$ cat config.mk
export PLATFORM = sky130hd
export DESIGN_NAME = adc_capture_top
export DESIGN_NICKNAME = d
export VERILOG_FILES = /design/src/hdl/adc_frame_pkg.sv /design/src/hdl/ram_word_pkg.sv /design/src/hdl/adc_capture_top.sv /design/src/hdl/frame_decimator.sv /design/src/hdl/frame_fifo.sv /design/src/hdl/ram_word_packer.sv
export SDC_FILE = /design/constraint.sdc
export NUM_CORES = 2
export LEC_CHECK = 0
export BUFFER_PORTS_ARGS = -buffer_cell sky130_fd_sc_hd__buf_4
export CORE_MARGIN = 5
export CORE_UTILIZATION = 35
export CTS_CLUSTER_SIZE = 20
export DETAILED_ROUTE_END_ITERATION = 8
export PLACE_DENSITY = 0.58
export SLEW_MARGIN = 20
export SYNTH_ARGS = -nofsm -noshare
export SYNTH_HDL_FRONTEND = slang
export SYNTH_SLANG_ARGS = --single-unit
$ cat constraint.sdc
create_clock -name adc_clkinp -period 21.1 [get_ports adc_clkinp]
set_clock_uncertainty 0.1 [all_clocks]
set_input_delay 2.11 -clock adc_clkinp [delete_from_list [all_inputs] [get_ports adc_clkinp]]
set_output_delay 2.11 -clock adc_clkinp [all_outputs]
set_load 0.02 [all_outputs]
$ cat src/hdl/adc_frame_pkg.sv
package adc_frame_pkg;

	// one frame carries a sample from every ADC channel
	localparam int num_channels = 8;
	localparam int sample_width = 12;  // ADC resolution
	localparam int lane_width   = 16;  // room for group sums

	// deserialized input frame, channel 0 in the low bits
	typedef logic [num_channels-1:0][sample_width-1:0] raw_frame_t;

	// widened frame between decimator, FIFO and packer
	typedef logic [num_channels-1:0][lane_width-1:0] lane_frame_t;

endpackage

$ cat src/hdl/ram_word_pkg.sv
package ram_word_pkg;

	localparam int ram_data_width = 128;
	localparam int ram_lane_width = 16;
	localparam int ram_lanes      = ram_data_width / ram_lane_width;

	// one RAM word, read as lanes in raw mode or as a stream slice when packed
	typedef union packed {
		logic [ram_lanes-1:0][ram_lane_width-1:0] lane;
		logic [ram_data_width-1:0]                flat;
	} ram_word_u;

	// what a decimation group leaves behind
	typedef enum logic {
		pick_last = 1'b0,  // last frame of the group
		group_sum = 1'b1   // per-channel sum, not divided
	} sample_mode_e;

	// how results are laid out in RAM
	typedef enum logic {
		lanes    = 1'b0,  // eight 16-bit lanes per word
		packed12 = 1'b1   // continuous 12-bit stream, 4 frames in 3 words
	} pack_mode_e;

endpackage

$ cat src/hdl/adc_capture_top.sv
module adc_capture_top #(
	parameter int addr_width = 15,
	parameter int fifo_depth = 4
) (
	input  logic                       adc_clkinp,
	input  logic                       reset,

	// deserialized frames from the ADC
	input  adc_frame_pkg::raw_frame_t  frame_data,
	input  logic                       frame_valid,
	output logic                       frame_ready,

	// capture control, stable during a capture
	input  logic                       start,
	input  logic                       state_reset,
	input  logic [addr_width-1:0]      rec_length,
	input  logic [3:0]                 down_sample,
	input  ram_word_pkg::sample_mode_e sample_mode,
	input  ram_word_pkg::pack_mode_e   pack_mode,

	output logic                       capture_busy,
	output logic                       done_irq,

	// sample RAM write port
	output logic                       ram_wren,
	output logic [addr_width-1:0]      ram_addr,
	output ram_word_pkg::ram_word_u    ram_data
);

	adc_frame_pkg::lane_frame_t dec_data;
	logic                       dec_valid;
	logic                       dec_ready;
	adc_frame_pkg::lane_frame_t pk_data;
	logic                       pk_valid;
	logic                       pk_ready;
	logic                       armed;

	frame_decimator decim_i (
		.adc_clkinp  (adc_clkinp),
		.reset       (reset),
		.frame_data  (frame_data),
		.frame_valid (frame_valid),
		.frame_ready (frame_ready),
		.armed       (armed),
		.down_sample (down_sample),
		.sample_mode (sample_mode),
		.dec_data    (dec_data),
		.dec_valid   (dec_valid),
		.dec_ready   (dec_ready)
	);

	// soaks up group bursts and the drain after the last word
	frame_fifo #(
		.fifo_depth (fifo_depth)
	) fifo_i (
		.adc_clkinp (adc_clkinp),
		.reset      (reset),
		.in_data    (dec_data),
		.in_valid   (dec_valid),
		.in_ready   (dec_ready),
		.out_data   (pk_data),
		.out_valid  (pk_valid),
		.out_ready  (pk_ready)
	);

	ram_word_packer #(
		.addr_width (addr_width)
	) packer_i (
		.adc_clkinp   (adc_clkinp),
		.reset        (reset),
		.start        (start),
		.state_reset  (state_reset),
		.rec_length   (rec_length),
		.pack_mode    (pack_mode),
		.pk_data      (pk_data),
		.pk_valid     (pk_valid),
		.pk_ready     (pk_ready),
		.armed        (armed),
		.capture_busy (capture_busy),
		.done_irq     (done_irq),
		.ram_wren     (ram_wren),
		.ram_addr     (ram_addr),
		.ram_data     (ram_data)
	);

endmodule

$ cat src/hdl/frame_decimator.sv
module frame_decimator (
	input  logic                       adc_clkinp,
	input  logic                       reset,
	input  adc_frame_pkg::raw_frame_t  frame_data,
	input  logic                       frame_valid,
	output logic                       frame_ready,
	input  logic                       armed,
	input  logic [3:0]                 down_sample,
	input  ram_word_pkg::sample_mode_e sample_mode,
	output adc_frame_pkg::lane_frame_t dec_data,
	output logic                       dec_valid,
	input  logic                       dec_ready
);

	localparam int pad_width = adc_frame_pkg::lane_width - adc_frame_pkg::sample_width;

	logic                       ready_en;   // held low through reset
	logic [3:0]                 group_cnt;  // frames accepted in current group
	adc_frame_pkg::lane_frame_t widened;
	adc_frame_pkg::lane_frame_t sum;
	adc_frame_pkg::lane_frame_t acc;        // running sum of the group so far
	logic                       accept;
	logic                       group_end;

	// zero-extend each sample and add it to the running sum
	always_comb
	begin
		for (int i = 0; i < adc_frame_pkg::num_channels; i++)
		begin
			widened[i] = {{pad_width{1'b0}}, frame_data[i]};
			sum[i]     = acc[i] + widened[i];  // wraps at 16 bits
		end
	end

	// stall the source only while a finished group still waits for the FIFO
	assign frame_ready = ready_en & (~armed | ~dec_valid | dec_ready);
	assign accept      = frame_valid & frame_ready & armed;
	assign group_end   = accept & (group_cnt == down_sample);

	always_ff @(posedge adc_clkinp)
	begin
		if (reset)
		begin
			ready_en  <= 1'b0;
			group_cnt <= '0;
			dec_valid <= 1'b0;
		end
		else
		begin
			ready_en <= 1'b1;

			// idle frames are dropped, the group restarts once armed
			if (!armed)
			begin
				group_cnt <= '0;
			end
			else if (accept)
			begin
				group_cnt <= group_end ? 4'd0 : group_cnt + 4'd1;
			end

			if (dec_valid && dec_ready)
				dec_valid <= 1'b0;
			if (group_end)
				dec_valid <= 1'b1;  // new result wins over the handshake
		end
	end

	always_ff @(posedge adc_clkinp)
	begin
		if (!armed || group_end)
			acc <= '0;
		else if (accept)
			acc <= sum;

		// output register, held until the FIFO takes it
		if (group_end)
		begin
			if (sample_mode == ram_word_pkg::group_sum)
				dec_data <= sum;
			else
				dec_data <= widened;
		end
	end

endmodule

$ cat src/hdl/frame_fifo.sv
module frame_fifo #(
	parameter int fifo_depth = 4
) (
	input  logic                       adc_clkinp,
	input  logic                       reset,
	input  adc_frame_pkg::lane_frame_t in_data,
	input  logic                       in_valid,
	output logic                       in_ready,
	output adc_frame_pkg::lane_frame_t out_data,
	output logic                       out_valid,
	input  logic                       out_ready
);

	localparam int ptr_width = (fifo_depth > 1) ? $clog2(fifo_depth) : 1;
	localparam int cnt_width = $clog2(fifo_depth + 1);

	adc_frame_pkg::lane_frame_t mem [fifo_depth];
	logic [ptr_width-1:0]       wr_ptr;
	logic [ptr_width-1:0]       rd_ptr;
	logic [cnt_width-1:0]       count;   // items held
	logic                       push;
	logic                       pop;

	// pointer step with wrap, depth need not be a power of two
	function automatic logic [ptr_width-1:0] next_ptr(input logic [ptr_width-1:0] ptr);
		if (ptr == ptr_width'(fifo_depth - 1))
			return '0;
		return ptr + 1'b1;
	endfunction

	assign in_ready  = (count != cnt_width'(fifo_depth));
	assign out_valid = (count != '0);
	assign out_data  = mem[rd_ptr];  // head is visible the cycle after its write
	assign push      = in_valid & in_ready;
	assign pop       = out_valid & out_ready;

	always_ff @(posedge adc_clkinp)
	begin
		if (reset)
		begin
			wr_ptr <= '0;
			rd_ptr <= '0;
			count  <= '0;
		end
		else
		begin
			if (push)
				wr_ptr <= next_ptr(wr_ptr);
			if (pop)
				rd_ptr <= next_ptr(rd_ptr);

			case ({push, pop})
				2'b10:   count <= count + 1'b1;
				2'b01:   count <= count - 1'b1;
				default: count <= count;  // both or neither
			endcase
		end
	end

	always_ff @(posedge adc_clkinp)
	begin
		if (push)
			mem[wr_ptr] <= in_data;
	end

endmodule

$ cat src/hdl/ram_word_packer.sv
module ram_word_packer #(
	parameter int addr_width = 15
) (
	input  logic                       adc_clkinp,
	input  logic                       reset,
	input  logic                       start,
	input  logic                       state_reset,
	input  logic [addr_width-1:0]      rec_length,
	input  ram_word_pkg::pack_mode_e   pack_mode,
	input  adc_frame_pkg::lane_frame_t pk_data,
	input  logic                       pk_valid,
	output logic                       pk_ready,
	output logic                       armed,
	output logic                       capture_busy,
	output logic                       done_irq,
	output logic                       ram_wren,
	output logic [addr_width-1:0]      ram_addr,
	output ram_word_pkg::ram_word_u    ram_data
);

	localparam int smp_w      = adc_frame_pkg::sample_width;
	localparam int frame_bits = adc_frame_pkg::num_channels * smp_w;

	logic [addr_width-1:0] waddr;      // next address to write
	logic [1:0]            phase;      // frame position in a group of four
	logic [frame_bits-1:0] trimmed;    // item cut back to 12-bit samples
	logic [frame_bits-1:0] carry;      // stream bits not yet written
	logic                  take;
	logic                  writes;     // taken item completes a word
	logic                  last_word;
	logic                  finished;

	always_comb
	begin
		for (int i = 0; i < adc_frame_pkg::num_channels; i++)
			trimmed[i*smp_w +: smp_w] = pk_data[i][smp_w-1:0];
	end

	assign pk_ready  = 1'b1;  // items outside a capture are drained
	assign take      = pk_valid & armed;
	assign writes    = take & ((pack_mode == ram_word_pkg::lanes) | (phase != 2'd0));
	assign last_word = (waddr == rec_length - addr_width'(1));
	assign finished  = ram_wren & capture_busy & (ram_addr == rec_length - addr_width'(1));

	always_ff @(posedge adc_clkinp)
	begin
		if (reset || state_reset)
		begin
			armed        <= 1'b0;
			capture_busy <= 1'b0;
			done_irq     <= 1'b0;
			ram_wren     <= 1'b0;
			waddr        <= '0;
			phase        <= '0;
		end
		else
		begin
			ram_wren <= writes;

			if (start && !capture_busy)
			begin
				// trigger, new record from address 0
				armed        <= 1'b1;
				capture_busy <= 1'b1;
				done_irq     <= 1'b0;
				waddr        <= '0;
				phase        <= '0;
			end
			else
			begin
				if (take && pack_mode == ram_word_pkg::packed12)
					phase <= phase + 2'd1;

				if (writes)
				begin
					waddr <= waddr + addr_width'(1);
					if (last_word)
						armed <= 1'b0;  // record full, stop taking items
				end

				// edge after the final write
				if (finished)
				begin
					capture_busy <= 1'b0;
					done_irq     <= 1'b1;
				end
			end
		end
	end

	// 4 frames of 96 bits fill 3 words, first frame in the low bits
	always_ff @(posedge adc_clkinp)
	begin
		if (writes)
			ram_addr <= waddr;

		if (take)
		begin
			if (pack_mode == ram_word_pkg::lanes)
			begin
				ram_data.lane <= pk_data;
			end
			else
			begin
				case (phase)
					2'd0:
					begin
						carry <= trimmed;  // no write yet
					end
					2'd1:
					begin
						ram_data.flat <= {trimmed[31:0], carry};
						carry         <= {32'b0, trimmed[95:32]};
					end
					2'd2:
					begin
						ram_data.flat <= {trimmed[63:0], carry[63:0]};
						carry         <= {64'b0, trimmed[95:64]};
					end
					default:
					begin
						ram_data.flat <= {trimmed, carry[31:0]};
					end
				endcase
			end
		end
	end

endmodule

# Word level (Yosys, flattened, before mapping)
# Memories as Yosys holds them, arrays and structs flattened. A register that Yosys moved wholly into a read port is not among the register bits.
# Index checks and enable logic that the tools add are counted.
# W data, S select, Z words.
[classes] n_eq_ne=11 n_bitwise=15 n_reduce_logical=21 mux=28 add_sub_neg=16
[ops] op="$pmux W128 S3" n=1
[ops] op="$pmux W96 S3" n=1
[ops] op="$add A16 B12 Y16" n=8
[ops] op="$mux W128" n=1
[ops] op="$mux W124" n=1
[ops] op="$eq A15 B15 Y1" n=2
[ops] op="$mux W1" n=16
[ops] op="$add A15 B1 Y15 const B" n=1
[ops] op="$sub A15 B1 Y15 const B" n=1
[ops] op="$mux W2" n=6
[ops] op="$reduce_bool A2 Y1" n=6
[ops] op="$and A1 B1 Y1" n=9
[ops] op="$eq A2 B2 Y1 const B" n=4
[ops] op="$add A2 B1 Y2 const B" n=3
[ops] op="$pmux W3 S2" n=1
[ops] op="$reduce_bool A3 Y1" n=2
[ops] op="$add A4 B1 Y4 const B" n=1
[ops] op="$eq A2 B1 Y1 const B" n=2
[ops] op="$eq A4 B4 Y1" n=1
[ops] op="$mux W4" n=1
[ops] op="$reduce_and A2 Y1" n=2
[ops] op="$reduce_or A2 Y1" n=2
[ops] op="$add A3 B1 Y3 const B" n=1
[ops] op="$logic_and A1 B1 Y1" n=3
[ops] op="9 further kinds" n=15
[totals] input_bits=122 ramBits=512 memories=1 output_inout_bits=147 regBits=529 wordCells=131
[memory_table] name="fifo_i.mem" depth=4 width=128 rd=1 rd_clocked_by_memory_dff=1 wr=1 line_no="frame_fifo.sv:17" source="adc_frame_pkg::lane_frame_t mem [fifo_depth];"

# Longest topological paths before layout
[depth] depth_word=8 mapped_depth=10 ltp_nobuf=10

# Modules after synthesis
# From an unflattened synthesis, not the netlist that was laid out.
[hier_totals] cells_unflattened=3338 area_unflattened_um2=46568.4
[modules_own_cells] module="frame_fifo" n_inst=1 cells_each=720 area_per_inst_um2=18964.4 seq_area_each_um2=15554.9
[modules_own_cells] module="frame_decimator" n_inst=1 cells_each=1406 area_per_inst_um2=14286.2 seq_area_each_um2=6526.3
[modules_own_cells] module="ram_word_packer" n_inst=1 cells_each=1212 area_per_inst_um2=13317.8 seq_area_each_um2=7597.3

# Least setup slack after synthesis
# No wires, ideal clock.
[synth_timing] path_type="input port to flip-flop" start="in pack_mode" end="reg packer_i.waddr[10]" arrival_time_ps=9340 path_buffers=1 required_time_ps=20872 path_stages=7 slack_ps=11533 path_cell_list="a211oi_2 -> and3_1 -> and2_1 -> clkbuf_1 -> nand4_1 -> xor2_1 -> nor2_1"
[synth_via] elab_chain_len=3
[synth_rtl] item="from (decl)" line_no="adc_capture_top.sv:19" source="input ram_word_pkg::pack_mode_e pack_mode,"
[synth_rtl] item="$not A1 Y1" line_no="ram_word_packer.sv:41" source="assign writes = take & ((pack_mode == ram_word_pkg::lanes) | (phase != 2'd0));"
[synth_rtl] item="$or A1 B1 Y1" line_no="ram_word_packer.sv:41"
[synth_rtl] item="$and A1 B1 Y1" line_no="ram_word_packer.sv:41"
[synth_rtl] item="to (signal assigned)" line_no="ram_word_packer.sv:76" source="waddr <= waddr + addr_width'(1);"
[synth_rtl] item="to (decl)" line_no="ram_word_packer.sv:24" source="logic [addr_width-1:0] waddr;"
# Every way passes these cells.
# A chain may end at the register's enable or synchronous reset.

==> metrics.txt <==
crit path kind reg -> reg; fmax 206 MHz; initial antenna violation count 12; Mapped Cells 3,422; count of different cell masters after synthesis 70; Synth area leaders edfxtp_1 (57%), dfxtp_1 (7.1%), mux4_2 (4.7%); Worst path slowest cell dfxtp_4; placed cell count 5,292; width of the die 374 um; Min-Delay Endpoint decim_i.acc[57]; Critical Path Max Stage Delay 0.75 ns; Hold WC Path Type reg -> reg; GR Overflow Total 0; CP endpoint kind register; core area 131,000 um2; top cell type by total area after synthesis edfxtp_1; sequential cell area fraction in the yosys report 64.1%; PD cells 95.0 nW/um2; Root Buffer clkbuf_16; most frequent cells in the layout edfxtp_1 (879), buf_4 (299), nand2_1 (294); outcome finished, final reports clean; final hold vios 0; HPWL after DPL 91,700 um; DRT Pass-1 Iters 6; Routed WL per cell 23.8 um; crit share post-route 23.0%; # IOs 269; CP Cell Sequence buf_4, buf_4, buf_4, mux4_2, a221o_1, o211ai_1, o21ai_0; clk_lat worst skew 0.68 ns; Area Growth Syn to Fin 16.3%; Final Max Tran Viols 0; pin count of the biggest net entering global routing 151; first-pass GRT wire length 191,000 um; Worst EP required 21.37 ns; die area 140,000 um2; r2r setup slk 16.25 ns; reg-to-reg endpoint packer_i.ram_data[75]; Nets 3,887; Leak 18.0 nW; number of max-cap violations 0; clock sink count 1,043; CTS tree built; post-CTS setup buffers 0; Core Util, Final 41.0%; WP data arrival 5.11 ns; initial DRC count 3,459; Register Area 29,700 um2; Min Clock Period, post-route 4.85 ns; area of the multi-input gates 15,500 um2; Clock transition at path regs 0.06 ns; Net Count, Synth 3,662; Row Count 133; top cell type's share of synthesized area 57.0%; Hold Crit Start decim_i.acc[57]; vias in the first global route 27,700; Post-route DRC 0; critical path fanouts, max 48; wirelength, routed 131,000 um; Initial Util 35.2%; Final WS setup 16.25 ns; clock buffer count from CTS 108; mean post-synth cell area 13.5 um2; placed inst area 50,200 um2; FF-to-FF path depth 7; total track usage 18.2%; share of cells above drive strength 1 19.4%; Placer Congestion 0.859; Slew @ Worst Pin 1.19 ns; Die Y 374 um; Ys Warns 0; post_cts resized 0; post-layout instance area 53,800 um2; Worst Hold Depth 2; fillcell total 12,200; Yosys reg bits 1,043; most numerous cell on the critical path buf_4; Port Buf Inserts 268; Startpoint Class register; unrepaired setup endpoints after global routing no; H-tree Lvls 3; worst relative slew slack 19.5%; fin cells 5,499; Hold Buf Count CTS 0; pre-CTS WS 15.61 ns; Top FF cell, synth edfxtp_1; final setup fails 0; drt via density 5.35; commonest non-fill, non-tap cell in the layout edfxtp_1; deepest clock path buffer count 3; via count 29,400; Post-DRT Antenna Nets 0; ys async rst share 0%; Post-synth EDFFs 879; Mapped Area 46,300 um2; Post-Route Setup TNS 0 ns; Peak VDD IR 0.0747 mV
==> flip-flops by register name, summed over array words and instances (netlist names), 2 cells and up, named ones only <==
| name | cells |
|---|---|
| decim_i.dec_data | 128 |
| decim_i.group_cnt | 4 |
| fifo_i.rd_ptr | 2 |
| packer_i.carry | 96 |
| fifo_i.count | 3 |
| fifo_i.mem | 512 |
| fifo_i.wr_ptr | 2 |
| packer_i.ram_addr | 15 |
| packer_i.ram_data | 128 |
| packer_i.waddr | 15 |
| packer_i.phase | 2 |
| decim_i.acc | 128 |
==> logic make-up after synthesis <==
| family | share of synthesized area, % |
|---|---|
| flops | 64.1 |
| compound gates | 10.8 |
| simple gates | 7.14 |
| buf+inv | 2.57 |
| mux | 9.02 |
| xor+xnor | 3.05 |
| fa+ha+maj | 3.33 |
==> critical path: cells and delay by family, from the launching register on <==
kind | cells | cell delay (ns)
buf+inv | 3 | 2.09
flops | 1 | 0.75
compound gates | 3 | 0.71
mux | 1 | 0.70
==> how the worst max path moves through the flow <==
stage	startpoint	end	slack, ns	cells after the start
floorplan	pack_mode	packer_i.waddr[10]	11.53	7
global placement	down_sample[2]	decim_i.acc[27]	15.66	9
detailed placement	frame_valid	decim_i.dec_data[12]	15.61	6
CTS	register	packer_i.ram_data[75]	16.18	7
global route	register	packer_i.ram_data[96]	15.90	8
finish	register	packer_i.ram_data[75]	16.25	7
==> routing by layer <==
metal	share of wire (%)	GRT usage [%]	vias to the layer above
met2	42	25.8	1167
met5	0.043	0	-
met3	7.9	3.28	187
met4	2.7	4.74	10
met1	47	28.4	14500
li1	-	-	13500
==> report_power, final <==
part           total, mW  switching, mW  internal, mW
clock network       1.96          0.820          1.14
logic              0.832          0.543         0.288
registers           2.33         0.0409          2.28
total               5.11           1.40          3.71
==> cell type report <==
type	count	share of cell area, %
Clock inverter	67	1.51
Clock buffer	136	5.29
Tap cell	1755	4.08
Inverter	124	0.874
Antenna cell	4	0.0186
Sequential cell	1043	55.1
Multi-Input combinational cell	2069	28.9
Timing Repair Buffer	301	4.23
==> cells in the mapped netlist, types with 5 or more instances <==
cell       number
a31oi_1        22
a2111oi_0       5
a21oi_1       196
fa_1            9
edfxtp_1      879
and2_1         23
xnor2_1        86
mux2i_1        55
nand2b_1       30
buf_2          13
a221o_1        32
clkbuf_1      151
o31ai_1        12
nor3_1         23
a21boi_0       14
nor2b_1        20
buf_1          20
o311ai_0        5
a22o_1         16
mux2_2        130
o22ai_1        34
a21o_1         32
nand4_1        10
and3_1         15
o21a_1         27
a22oi_1        47
ha_1          109
or3_1          34
o211ai_1       48
nor4_1         10
a211oi_1       24
xor2_1         70
nor2_1        177
nand3_1        53
a221oi_1       19
dfxtp_1       164
o21ai_0       232
nand2_1       296
or4_1          13
a31o_2          5
mux4_2         96
inv_1         124
==> stage by stage <==
step                total power, mW  hold WS (ns)
floorplan                      2.84         0.306
global placement               3.19         0.344
detailed placement             3.19         0.350
CTS                            5.15         0.358
global route                   5.29         0.368
finish                         5.11         0.354
Power figures use the tool's default switching activity.
